<file path="src/logic/cache_macros.svh">
`ifndef CACHE_MACROS_SVH
`define CACHE_MACROS_SVH

// Bus widths seen by the processor and the memory
`define ADDR_W 32
`define DATA_W 32
`define STRB_W 4

// Byte offset inside a word
`define OFFSET_BITS 2

// Cache geometry, one word per set
`define NUM_SETS 4
`define INDEX_BITS 2

// Backing memory depth in words
`define MEM_WORDS 1024

`endif

</file>
<file path="src/logic/axil_pkg.sv">
`include "cache_macros.svh"

package axil_pkg;

  // Byte address on either side of the cache
  typedef logic [`ADDR_W-1:0] addr_t;

  // One data word
  typedef logic [`DATA_W-1:0] data_t;

  // One enable bit per byte lane
  typedef logic [`STRB_W-1:0] strb_t;

endpackage

</file>
<file path="src/logic/cache_pkg.sv">
`include "cache_macros.svh"

package cache_pkg;

  // Set selected by the address bits just above the byte offset
  typedef logic [`INDEX_BITS-1:0] index_t;

  // Everything above the index
  typedef logic [`ADDR_W-`INDEX_BITS-`OFFSET_BITS-1:0] tag_t;

  // Controller states
  typedef enum logic [1:0] {
    // Idle, takes new requests and answers hits
    AVAILABLE = 2'd0,
    // Dirty victim going out to memory
    WRITEBACK = 2'd1,
    // Waiting for the missed word from memory
    FILL      = 2'd2,
    // Response held until the manager takes it
    RESPOND   = 2'd3
  } cache_state_t;

endpackage

</file>
<file path="src/logic/cache_ctrl.sv">
`timescale 1ns/1ps

module cache_ctrl
  import axil_pkg::*;
  import cache_pkg::*;
(
  input  logic  ACLK,
  input  logic  ARESETn,

  // Processor side
  input  logic  arvalid,
  output logic  arready,
  input  addr_t araddr,
  output logic  rvalid,
  input  logic  rready,
  output data_t rdata,
  input  logic  awvalid,
  output logic  awready,
  input  addr_t awaddr,
  input  logic  wvalid,
  output logic  wready,
  input  data_t wdata,
  input  strb_t wstrb,
  output logic  bvalid,
  input  logic  bready,

  // Memory side
  output logic  mem_arvalid,
  input  logic  mem_arready,
  output addr_t mem_araddr,
  input  logic  mem_rvalid,
  input  data_t mem_rdata,
  output logic  mem_awvalid,
  input  logic  mem_awready,
  output addr_t mem_awaddr,
  output logic  mem_wvalid,
  input  logic  mem_wready,
  output data_t mem_wdata,
  input  logic  mem_bvalid,

  // Store side
  output addr_t lookup_addr,
  input  logic  hit,
  input  logic  victim_dirty,
  input  addr_t victim_addr,
  input  data_t line_data,
  output logic  fill_en,
  output data_t fill_data,
  output logic  write_en,
  output data_t write_data,
  output strb_t write_strb
);

  cache_state_t state, state_d;

  addr_t miss_addr;
  logic  miss_is_read;
  data_t miss_wdata;
  strb_t miss_wstrb;

  logic ar_fire;
  logic w_fire;
  logic mem_ar_fire;
  logic mem_aw_fire;
  logic rsp_done;
  logic miss_start;
  logic wb_start;
  logic fill_start;
  logic fill_done;

  assign arready = (state == AVAILABLE);
  assign awready = (state == AVAILABLE);
  assign wready  = (state == AVAILABLE);

  assign ar_fire     = arvalid && arready;
  assign w_fire      = awvalid && awready && wvalid && wready;
  assign mem_ar_fire = mem_arvalid && mem_arready;
  assign mem_aw_fire = mem_awvalid && mem_awready && mem_wvalid && mem_wready;
  assign rsp_done    = (rvalid && rready) || (bvalid && bready);

  assign miss_start = (ar_fire || w_fire) && !hit;
  assign wb_start   = miss_start && victim_dirty;
  // Straight to fill on a clean victim, or once the writeback is acknowledged
  assign fill_start = (miss_start && !victim_dirty) || (state == WRITEBACK && mem_bvalid);
  assign fill_done  = (state == FILL) && mem_rvalid;

  // Reads and writes never arrive together, so arvalid picks the address
  assign lookup_addr = (state == AVAILABLE) ? (arvalid ? araddr : awaddr) : miss_addr;

  assign fill_en    = fill_done;
  assign fill_data  = mem_rdata;
  assign write_en   = (w_fire && hit) || (fill_done && !miss_is_read);
  assign write_data = (state == AVAILABLE) ? wdata : miss_wdata;
  assign write_strb = (state == AVAILABLE) ? wstrb : miss_wstrb;

  always_comb begin
    state_d = state;
    case (state)
      AVAILABLE: begin
        if (ar_fire || w_fire) begin
          if (hit) begin
            state_d = RESPOND;
          end else if (victim_dirty) begin
            state_d = WRITEBACK;
          end else begin
            state_d = FILL;
          end
        end
      end
      WRITEBACK: begin
        if (mem_bvalid) begin
          state_d = FILL;
        end
      end
      FILL: begin
        if (mem_rvalid) begin
          state_d = RESPOND;
        end
      end
      RESPOND: begin
        if (rsp_done) begin
          state_d = AVAILABLE;
        end
      end
      default: state_d = AVAILABLE;
    endcase
  end

  always_ff @(posedge ACLK) begin
    if (!ARESETn) begin
      state       <= AVAILABLE;
      rvalid      <= 1'b0;
      bvalid      <= 1'b0;
      mem_arvalid <= 1'b0;
      mem_awvalid <= 1'b0;
      mem_wvalid  <= 1'b0;
    end else begin
      state <= state_d;

      if ((ar_fire && hit) || (fill_done && miss_is_read)) begin
        rvalid <= 1'b1;
      end else if (rvalid && rready) begin
        rvalid <= 1'b0;
      end

      if ((w_fire && hit) || (fill_done && !miss_is_read)) begin
        bvalid <= 1'b1;
      end else if (bvalid && bready) begin
        bvalid <= 1'b0;
      end

      if (fill_start) begin
        mem_arvalid <= 1'b1;
      end else if (mem_ar_fire) begin
        mem_arvalid <= 1'b0;
      end

      // Address and data of the writeback travel together
      if (wb_start) begin
        mem_awvalid <= 1'b1;
        mem_wvalid  <= 1'b1;
      end else if (mem_aw_fire) begin
        mem_awvalid <= 1'b0;
        mem_wvalid  <= 1'b0;
      end
    end
  end

  always_ff @(posedge ACLK) begin
    if (ar_fire || w_fire) begin
      miss_addr    <= lookup_addr;
      miss_is_read <= ar_fire;
      miss_wdata   <= wdata;
      miss_wstrb   <= wstrb;
    end
    if (ar_fire && hit) begin
      rdata <= line_data;
    end else if (fill_done && miss_is_read) begin
      rdata <= mem_rdata;
    end
    // Victim word and its address as seen at acceptance
    if (wb_start) begin
      mem_awaddr <= victim_addr;
      mem_wdata  <= line_data;
    end
    if (fill_start) begin
      mem_araddr <= lookup_addr;
    end
  end

endmodule

</file>
<file path="config.mk">
export PLATFORM = sky130hd
export DESIGN_NAME = cache_ctrl
export DESIGN_NICKNAME = d
export VERILOG_FILES = /design/src/logic/axil_pkg.sv /design/src/logic/cache_pkg.sv /design/src/logic/cache_ctrl.sv
export VERILOG_INCLUDE_DIRS = /design/src /design/src/logic
export SDC_FILE = /design/constraint.sdc
export NUM_CORES = 1
export LEC_CHECK = 0
export BUFFER_PORTS_ARGS = -buffer_cell sky130_fd_sc_hd__buf_2
export CORE_MARGIN = 2
export CORE_UTILIZATION = 28
export CTS_BUF_LIST = sky130_fd_sc_hd__clkbuf_8
export DETAILED_ROUTE_END_ITERATION = 10
export PLACE_DENSITY_LB_ADDON = 0.12
export SLEW_MARGIN = 25
export SYNTH_ARGS = -nofsm -noshare
export SYNTH_HDL_FRONTEND = slang
export SYNTH_SLANG_ARGS = --single-unit
export TNS_END_PERCENT = 100
</file>
<file path="constraint.sdc">
create_clock -name ACLK -period 10.6 [get_ports ACLK]
set_input_delay 0.53 -clock ACLK [delete_from_list [all_inputs] [get_ports ACLK]]
set_output_delay 0.53 -clock ACLK [all_outputs]
set_load 0.01 [all_outputs]
</file>
# Word level (Yosys, flattened, before mapping)
# Index checks and enable logic that the tools add are counted.
# totals
register_bits,203
in_bits,210
out_inout_bits,238
word_cells,75
# op_classes
eq_ne,7
mux,21
n_reduce_logical,34
# ops
operator,n
32-bit two-way mux,5
1-bit logical AND,19
2-bit two-way mux,6
2-bit nonzero test,5
1-bit two-way mux,8
2-bit case mux with 4 select lines,1
2-bit inequality test (second input constant),3
1-bit logical OR,5
2-bit equality test (second input constant),2
4-bit two-way mux,1
4-bit AND reduction,1
1-bit zero test,3
2-bit by 1-bit equality test with 1-bit output (second input constant),1
2-bit zero test,1
2-bit by 1-bit inequality test with 1-bit output (second input constant),1

# Depth between registers and ports, before layout
# Gate-level depths: netlist of the first run.
# depth
word_depth,9
ltp_mapped,8
mapped_depth_nobuf,6

# Worst setup path after synthesis of the first run
# Ideal clock, no wire load.
# synth_timing
kind,flip-flop to flip-flop
start,register state[0]
end,"register mem_araddr[0], enable pin"
setup_ns,0.393
t_arrival_ns,5.125
required_time_ns,10.207
slack_ns,5.083
path_stages_with_launch,6
path_buffers,1
period_less_slack_ns,5.517
path_cell_list,dfxtp_1 inv_1 ha_1 buf_2 nor2b_1 a22o_1
# synth_via
elab_chain_len,8
elab_cells_between_ends,11
classes_between,eq/ne: 1; reduce/logical: 10
# synth_lines
item,line_no,source
start: declaration,cache_ctrl.sv:54,"cache_state_t state, state_d;"
start signal: assignment,cache_ctrl.sv:138,state <= state_d;
2-bit zero test (*),cache_ctrl.sv:71,assign arready = (state == AVAILABLE);
named net arready,cache_ctrl.sv:12,"output logic arready,"
1-bit logical AND (3 in series),cache_ctrl.sv:76,assign w_fire = awvalid && awready && wvalid && wready;
1-bit logical OR (*),cache_ctrl.sv:81,assign miss_start = (ar_fire || w_fire) && !hit;
1-bit logical AND (*),cache_ctrl.sv:81,
1-bit logical AND (*),cache_ctrl.sv:84,assign fill_start = (miss_start && !victim_dirty) || (state == WRITEBACK && mem_bvalid);
1-bit logical OR (*),cache_ctrl.sv:84,
named net fill_start,cache_ctrl.sv:68,logic fill_start;
end signal: assignment,cache_ctrl.sv:187,mem_araddr <= lookup_addr;
end: declaration,cache_ctrl.sv:30,"output addr_t mem_araddr,"
# The timed path passes the listed nets; every way through them passes the cells marked *.
# A chain may end at the register's enable or synchronous reset.

# Worst setup path after layout of the first run
# layout_timing
start,register state[1]
end,output port lookup_addr[27]
# layout_via
elab_chain_len,2
# layout_lines
item,line_no,source
2-bit zero test,cache_ctrl.sv:88,assign lookup_addr = (state == AVAILABLE) ? (arvalid ? araddr : awaddr) : miss_addr;
32-bit two-way mux,cache_ctrl.sv:88,
end: declaration,cache_ctrl.sv:42,"output addr_t lookup_addr,"
# Every way passes these cells.

==> metrics.md, run 1 <==
| Metric | Value |
|---|---|
| Status | finished clean |
| Vias per std cell | 4.20 |
| CTS resizes | 0 |
| Clock Latency Late Sink | 0.52 ns |
| Class of the tightest hold or removal check | in2reg |
| Average size of a mapped cell | about 17 µm² |
| Die H | 174 µm |
| Part of the total power dissipated in the clock network | 25.7% |
| Switching power share of the total | 32.5% |
| Total of flip-flops plus latches after synthesis | 203 |
| Number of DRC markers in iteration 0 | 158 |
| Number of nets in the layout | 1117 |
| Hold Crit Depth | 1 |
| Cell taking the most area after synthesis | edfxtp_1 |
| Total vias in the final route | around 5.5k |
| Initial antenna violation count | 4 |
| Core area | 28500 µm² |
| # port buffers | 447 |
| Wire length of the first global-routing pass | 33600 µm |
| Register-to-register setup slack | 8.00 ns |
| First-pass detailed-route iteration total | 4 |
| Clock H-tree levels | 2 |
| CTS hold repair buffers | 0 |
| Final setup viols | 0 |
| Via count of the first global-routing pass | 5609 |
| DRC Markers | 0 |
| Fmax | 0.296 GHz |
| End point of the worst hold path | mem_awaddr[17] |
| Most area-consuming cells after synthesis | edfxtp_1 73%, mux2_1 9.5%, mux2i_1 4.2%, buf_4 3.5%, a21oi_1 2.1% |
| Worst r2r path cells | 4 |
| Count of mapped cells out of synthesis | 465 |
| RSZ-0062 raised after global routing | false |
| Floorplan die width | roughly 170 µm |
| Sequential share of the synthesized area | 74.8% |
| Slowest stage cell on the critical path | buf_4 |
| Distinct cell type count after synthesis | 27 |
| Routed wire length | around 23000 µm |
| Placed standard-cell area | 10500 µm² |
| Number of maximum-capacitance violations | 0 |
| Clock transition at path regs | 0.06 ns |
| Data required, critical path | 10.07 ns |
| Final setup skew | 0.0170 ns |
| Antenna violation net count after detailed routing | 0 |
| Setup crit start kind | register |
| # rows | just over 60 |
| Max Transition Viols Final | 0 |
| Placer congestion estimate | ~0.74 |
| Number of ports placed on the die boundary | about 450 |
| Area enclosed by the die boundary | 30200 µm² |
| Fraction of synthesized cell area taken by the top area cell type | 73.3% |
| Static power due to leakage | approximately 4.8 nW |
| Number of post-CTS setup repair buffers | 0 |
| Switching pwr | 0.000898 W |
| Post-detailed-route wirelength per cell | 17.5 µm |
| Synthesized net count | 680 |
| Synth-to-Final Area Change | 38.6% |
| Clock tree from TritonCTS | yes |
| Fin crit share | 31.8% |
| Master cell of the clock root buffer | clkbuf_8 |
| Cells traversed along the worst timing path | inv_1 -> ha_4 -> buf_4 -> nor2_1 -> a21oi_1 -> buf_2 |
| Half-perimeter wire length after placement | 16800 µm |
| Sum of negative setup slack | 0 ns |
| Final instance area | between 10000 and 15000 µm² |
| Least-Margin Pin Slew | a little under 1 ns |
| Worst Path Class, Setup | reg2out |
| CTS buffer count | 38 |
| Power density over cell area | 247 nW/µm² |
| Headroom to the max-slew limit | 34.0% |
| Share of layout cells above drive strength 1 | 54.4% |
| Post-synthesis instance area | 8070 µm² |
| Max IR drop VDD | 0.000125 V |
| Sequential Power Share | 44.2% |
| Reg-to-reg endpoint | rdata[5] |
| Final number of hold-violating endpoints | 0 |
| Critical R2R Launch | state[1] |
| Maximum number of pins on one net before global-route repair | 85 |
| Tmin final | 3.38 ns |
| Internal cell power | 0.00186 W |
| Count of yosys warnings during synthesis | 0 |
| CP Capture Type | output pin |
| Startpoint of the worst hold path | victim_addr[17] |
| Congestion Overflow GR | 0 |
| Maximum clock insertion buffer count | 3 |
| CP max stage delay | approximately 0.78 ns |
| Starting utilization of the core area | 28.3% |
| Worst Path Arrival | approximately 2.9 ns |
| Relative contribution of combinational cells to total power | 30.1% |
| Global routing usage summed across all routing layers | 14.7% |
| Largest fanout on the critical path | 84 |
| Clk sinks | 203 |
state kept, by name, indices dropped and copies added, names as in the netlist, 2 cells and up:
| name | flops |
|---|---|
| rdata | 32 |
| miss_addr | 32 |
| mem_awaddr | 32 |
| mem_wdata | 32 |
| mem_araddr | 32 |
| state | 2 |
| miss_wstrb | 4 |
| miss_wdata | 32 |
worst max-delay path, delay by kind of cell, from the launching register on:
kind                       cells  cell delay, ns
adders and majority gates      1            0.38
DFF                            1            0.34
buffers and inverters          3            1.12
and+or+nand+nor                1            0.14
AOI/OAI and AO/OA              1            0.27
layout make-up:
cell class              instances  area, µm²
repair buffers                451       2280
diodes                          2       5.00
inverters                       7       26.3
clock inverters                24        150
fillers                      2819      17400
well taps                     384        480
flip-flops and latches        203       6040
clock buffers                  39        537
multi-input cells             201       1670
per-stage QoR:
stage | util (%) | hold WS, ns | power, W | setup WS (ns) | cells
2_1_floorplan | - | 0.471 | 0.00172 | 5.08 | 465
3_3_place_gp | 36.7 | 0.490 | 0.00209 | 7.60 | 1245
3_5_place_dp | 36.7 | 0.506 | 0.00209 | 7.59 | 1246
4_1_cts | 39.2 | 0.141 | 0.00283 | 7.14 | 1309
5_1_grt | 39.2 | 0.149 | 0.00293 | 6.95 | 1309
6_report | 39.2 | 0.187 | 0.00276 | 7.22 | 1311
cell families after synthesis:
logic type | synth area share [%]
buf+inv | 4.85
compound gates | 3.04
fa+ha+maj | 0.775
simple gates | 2.81
flops | 74.8
mux | 13.7
power by group through the flow:
stage	sequential (W)	clock (W)	combinational, W
detailed placement	0.00124	0	0.000854
floorplan	0.00129	0	0.000430
finish	0.00122	0.000710	0.000831
global route	0.00124	0.000773	0.000916
global placement	0.00123	0	0.000858
CTS	0.00122	0.000747	0.000857
cells in the mapped netlist:
cell,n
ha_1,5
a22oi_1,1
inv_1,7
o211ai_1,2
a22o_1,1
a21oi_2,1
o21a_1,1
nor2_1,35
and2_1,1
nor2b_1,2
o21ai_1,1
edfxtp_1,197
a31oi_1,1
buf_2,16
dfxtp_1,6
a21oi_1,34
mux2_1,68
nand3_4,1
o22ai_1,1
nand4_1,1
nand2_1,7
nand3b_1,1
mux2i_1,34
buf_4,38
nand2b_1,1
a221o_1,1
and4bb_1,1
layout by cell type (no fill, tap or decap), types with 2 or more instances in the layout:
cell,instances
buf_2,447
clkbuf_8,39
nand2_1,6
dfxtp_1,6
mux2_1,68
edfxtp_1,197
o211ai_1,2
buf_4,3
diode_2,2
nor2_1,35
ha_1,4
a21oi_1,34
clkinv_1,9
clkinv_2,3
bufinv_16,2
mux2i_1,34
inv_1,16
layer usage:
metal / global-route usage [%] / share of wire [%]
met1: 16.0 / 37
met2: 26.0 / 50
met3: 6.07 / 11
met4: 4.83 / 2.4
met5: 0 / 0.057
worst max-delay path by stage:
stage / startpoint / to / slack (ns)
after global placement: arvalid / rdata[20] / 7.60
after CTS: state[0] / lookup_addr[25] / 7.14
after floorplan: state[0] / mem_araddr[0] / 5.08
after global routing: state[1] / lookup_addr[25] / 6.95
after detailed placement: arvalid / rdata[5] / 7.59
final: state[1] / lookup_addr[27] / 7.22
(Power assumes the default switching activity.)
==> run 2: changes to the inputs <==
==> constraint.sdc (replaced) <==
create_clock -name ACLK -period 3.5 [get_ports ACLK]
set_input_delay 0.175 -clock ACLK [delete_from_list [all_inputs] [get_ports ACLK]]
set_output_delay 0.175 -clock ACLK [all_outputs]
set_load 0.01 [all_outputs]
==> metrics.md, run 2 (synthesis results as in run 1) <==
| Metric | Value |
|---|---|
| Sequential Power Share | 43.7% (was 44.2%) |
| Area enclosed by the die boundary | 30200 µm² (unchanged) |
| Final number of hold-violating endpoints | 0 (unchanged) |
| Initial antenna violation count | 1 (was 4) |
| Starting utilization of the core area | 28.3% (unchanged) |
| Core area | 28500 µm² (unchanged) |
| Routed wire length | 25000 µm (was 23000 µm) |
| Post-detailed-route wirelength per cell | 17.2 µm (was 17.5 µm) |
| Worst Path Class, Setup | reg2out (unchanged) |
| Via count of the first global-routing pass | 6482 (was 5609) |
| Total vias in the final route | 6130 (was 5507) |
| Placer congestion estimate | 0.710 (was 0.740) |
| Critical path's top delay family | buffers and inverters (unchanged) |
| Class of the tightest hold or removal check | in2reg (unchanged) |
| Most common cell after layout, fill and taps aside | buf_2 (unchanged) |
| Clock Latency Late Sink | 0.52 ns (about the same) |
| Data required, critical path | 3.32 ns (was 10.07 ns) |
| Max Transition Viols Final | 0 (unchanged) |
| Number of maximum-capacitance violations | 0 (unchanged) |
| Switching pwr | 0.00277 W (was 0.000898 W) |
| Static power due to leakage | 5.36 nW (was 4.76 nW) |
| Share of layout cells above drive strength 1 | 47.7% (was 54.4%) |
| Buffers & Inverters on Critical Path | 3 (unchanged) |
| Number of post-CTS setup repair buffers | 0 (unchanged) |
| Antenna diode count | 0 (was 2) |
| Status | finished clean (unchanged) |
| Worst Path Arrival | 2.92 ns (was 2.85 ns) |
| Final worst hold slack | 0.0533 ns (was 0.187 ns) |
| Vias per std cell | 4.22 (was 4.20) |
| Master cell of the clock root buffer | clkbuf_8 (unchanged) |
| Sum of negative setup slack | 0 ns (unchanged) |
| Half-perimeter wire length after placement | 17200 µm (was 16800 µm) |
| Maximum clock insertion buffer count | 3 (unchanged) |
| Congestion Overflow GR | 0 (unchanged) |
| # port buffers | 447 (unchanged) |
| Cells traversed along the worst timing path | inv_1 -> ha_4 -> buf_4 -> nor2_1 -> a21oi_1 -> buf_2 (unchanged) |
| Maximum number of pins on one net before global-route repair | 70 (was 85) |
| Die H | 174 µm (unchanged) |
| Clock H-tree levels | 2 (unchanged) |
| CP max stage delay | 0.65 ns (was 0.78 ns) |
| Commonest cells after routing, fill and taps aside | 447 x buf_2, 197 x edfxtp_1, 138 x dlygate4sd3_1, 68 x mux2_1, 38 x clkbuf_8 (was 447 x buf_2, 197 x edfxtp_1, 68 x mux2_1, 39 x clkbuf_8, 35 x nor2_1) |
| Number of ports placed on the die boundary | 448 (unchanged) |
| Wire length of the first global-routing pass | 37100 µm (was 33600 µm) |
| Relative contribution of combinational cells to total power | 31.6% (was 30.1%) |
| Power density over cell area | 672 nW/µm² (was 247 nW/µm²) |
| RSZ-0062 raised after global routing | false (unchanged) |
| Final setup skew | 0.0136 ns (was 0.0170 ns) |
| Number of DRC markers in iteration 0 | 188 (was 158) |
| Setup slack at placement | 0.865 ns (was 7.59 ns) |
| Global routing usage summed across all routing layers | 16.0% (was 14.7%) |
| DRC Markers | 0 (unchanged) |
| Setup slack after layout | 0.406 ns (was 7.22 ns) |
| Part of the total power dissipated in the clock network | 24.7% (was 25.7%) |
| Least-Margin Pin Slew | 0.980 ns (was 0.991 ns) |
| Fmax | ~0.32 GHz |
| Clk sinks | 203 (unchanged) |
| Fin crit share | 88.4% |
| Setup crit start kind | register (unchanged) |
| CP Capture Type | output pin (unchanged) |
| Tmin final | 3.09 ns |
| Largest fanout on the critical path | 56 (was 84) |
| # rows | 62 (unchanged) |
| Clock transition at path regs | 0.05 ns (was 0.06 ns) |
| Antenna violation net count after detailed routing | 0 (unchanged) |
| CTS buffer count | 38 (unchanged) |
| Fillers | 2700 (was 2819) |
| Internal cell power | 0.00567 W (was 0.00186 W) |
| Final core occ | 44.0% (was 39.2%) |
| First-pass detailed-route iteration total | 4 (unchanged) |
| Max IR drop VDD | 0.000387 V (was 0.000125 V) |
| Synth-to-Final Area Change | 55.7% (was 38.6%) |
| Clock tree from TritonCTS | yes (unchanged) |
| Floorplan die width | 174 µm (unchanged) |
| Switching power share of the total | 32.8% (was 32.5%) |
| Headroom to the max-slew limit | 34.7% (was 34.0%) |
| Final setup viols | 0 (unchanged) |
| Slowest stage cell on the critical path | buf_4 (unchanged) |
| Number of nets in the layout | 1258 (was 1117) |
run 2: worst register-to-register path: cells and delay by family, from the launching register on:
| kind | cells | cell delay (ns) |
|---|---|---|
| AOI/OAI and AO/OA | 2 | 0.57 |
| adders and majority gates | 1 | 0.54 |
| buffers and inverters | 3 | 1.07 |
| DFF | 1 | 0.34 |
| and+or+nand+nor | 1 | 0.27 |
run 2: timing repair:
| action | in CTS | in global routing |
|---|---|---|
| gates resized for setup | 0 | 0 |
| hold buffers | 138 | 0 |
| endpoints found under the hold margin | 138 | 0 |
run 2: per-stage QoR:
step                instance area (µm²)  instances  total power [W]
CTS                               12600       1452          0.00860
floorplan                          8080        465          0.00518
global placement                  10500       1249          0.00634
global route                      12600       1452          0.00896
finish                            12600       1452          0.00845
detailed placement                10500       1249          0.00634
run 2: power by group through the flow:
stage	Sequential, W	Clock [W]	Combinational [W]
floorplan	0.00387	0	0.00131
global placement	0.00374	0	0.00260
detailed placement	0.00374	0	0.00260
CTS	0.00370	0.00217	0.00273
global route	0.00376	0.00228	0.00292
finish	0.00369	0.00208	0.00267
run 2: per-layer routing:
metal | part of all wire, % | vias up | GRT usage (%)
met5 | 0.052 | - | 0
met4 | 2.5 | 2 | 5.39
met3 | 8.9 | 45 | 5.68
met2 | 51 | 293 | 29.4
met1 | 38 | 2903 | 16.9
li1 | - | 2887 | -
run 2: final timing paths:
check,startpoint,end,slack (ns),depth (start not counted)
max,state[0],lookup_addr[26],0.41,6
min,arvalid,miss_is_read,0.05,2
max reg2reg,state[0],mem_arvalid,0.65,7
min reg2reg,state[1],state[1],0.50,2
run 2: final cells by class:
type | instances | area [µm²] | share of cell area (%)
Timing Repair Buffer | 592 | 3680 | 29.3
Inverter | 7 | 26.3 | 0.209
Clock inverter | 27 | 148 | 1.18
Sequential cell | 203 | 6040 | 48.0
Clock buffer | 38 | 523 | 4.16
Tap cell | 384 | 480 | 3.82
Multi-Input combinational cell | 201 | 1670 | 13.3
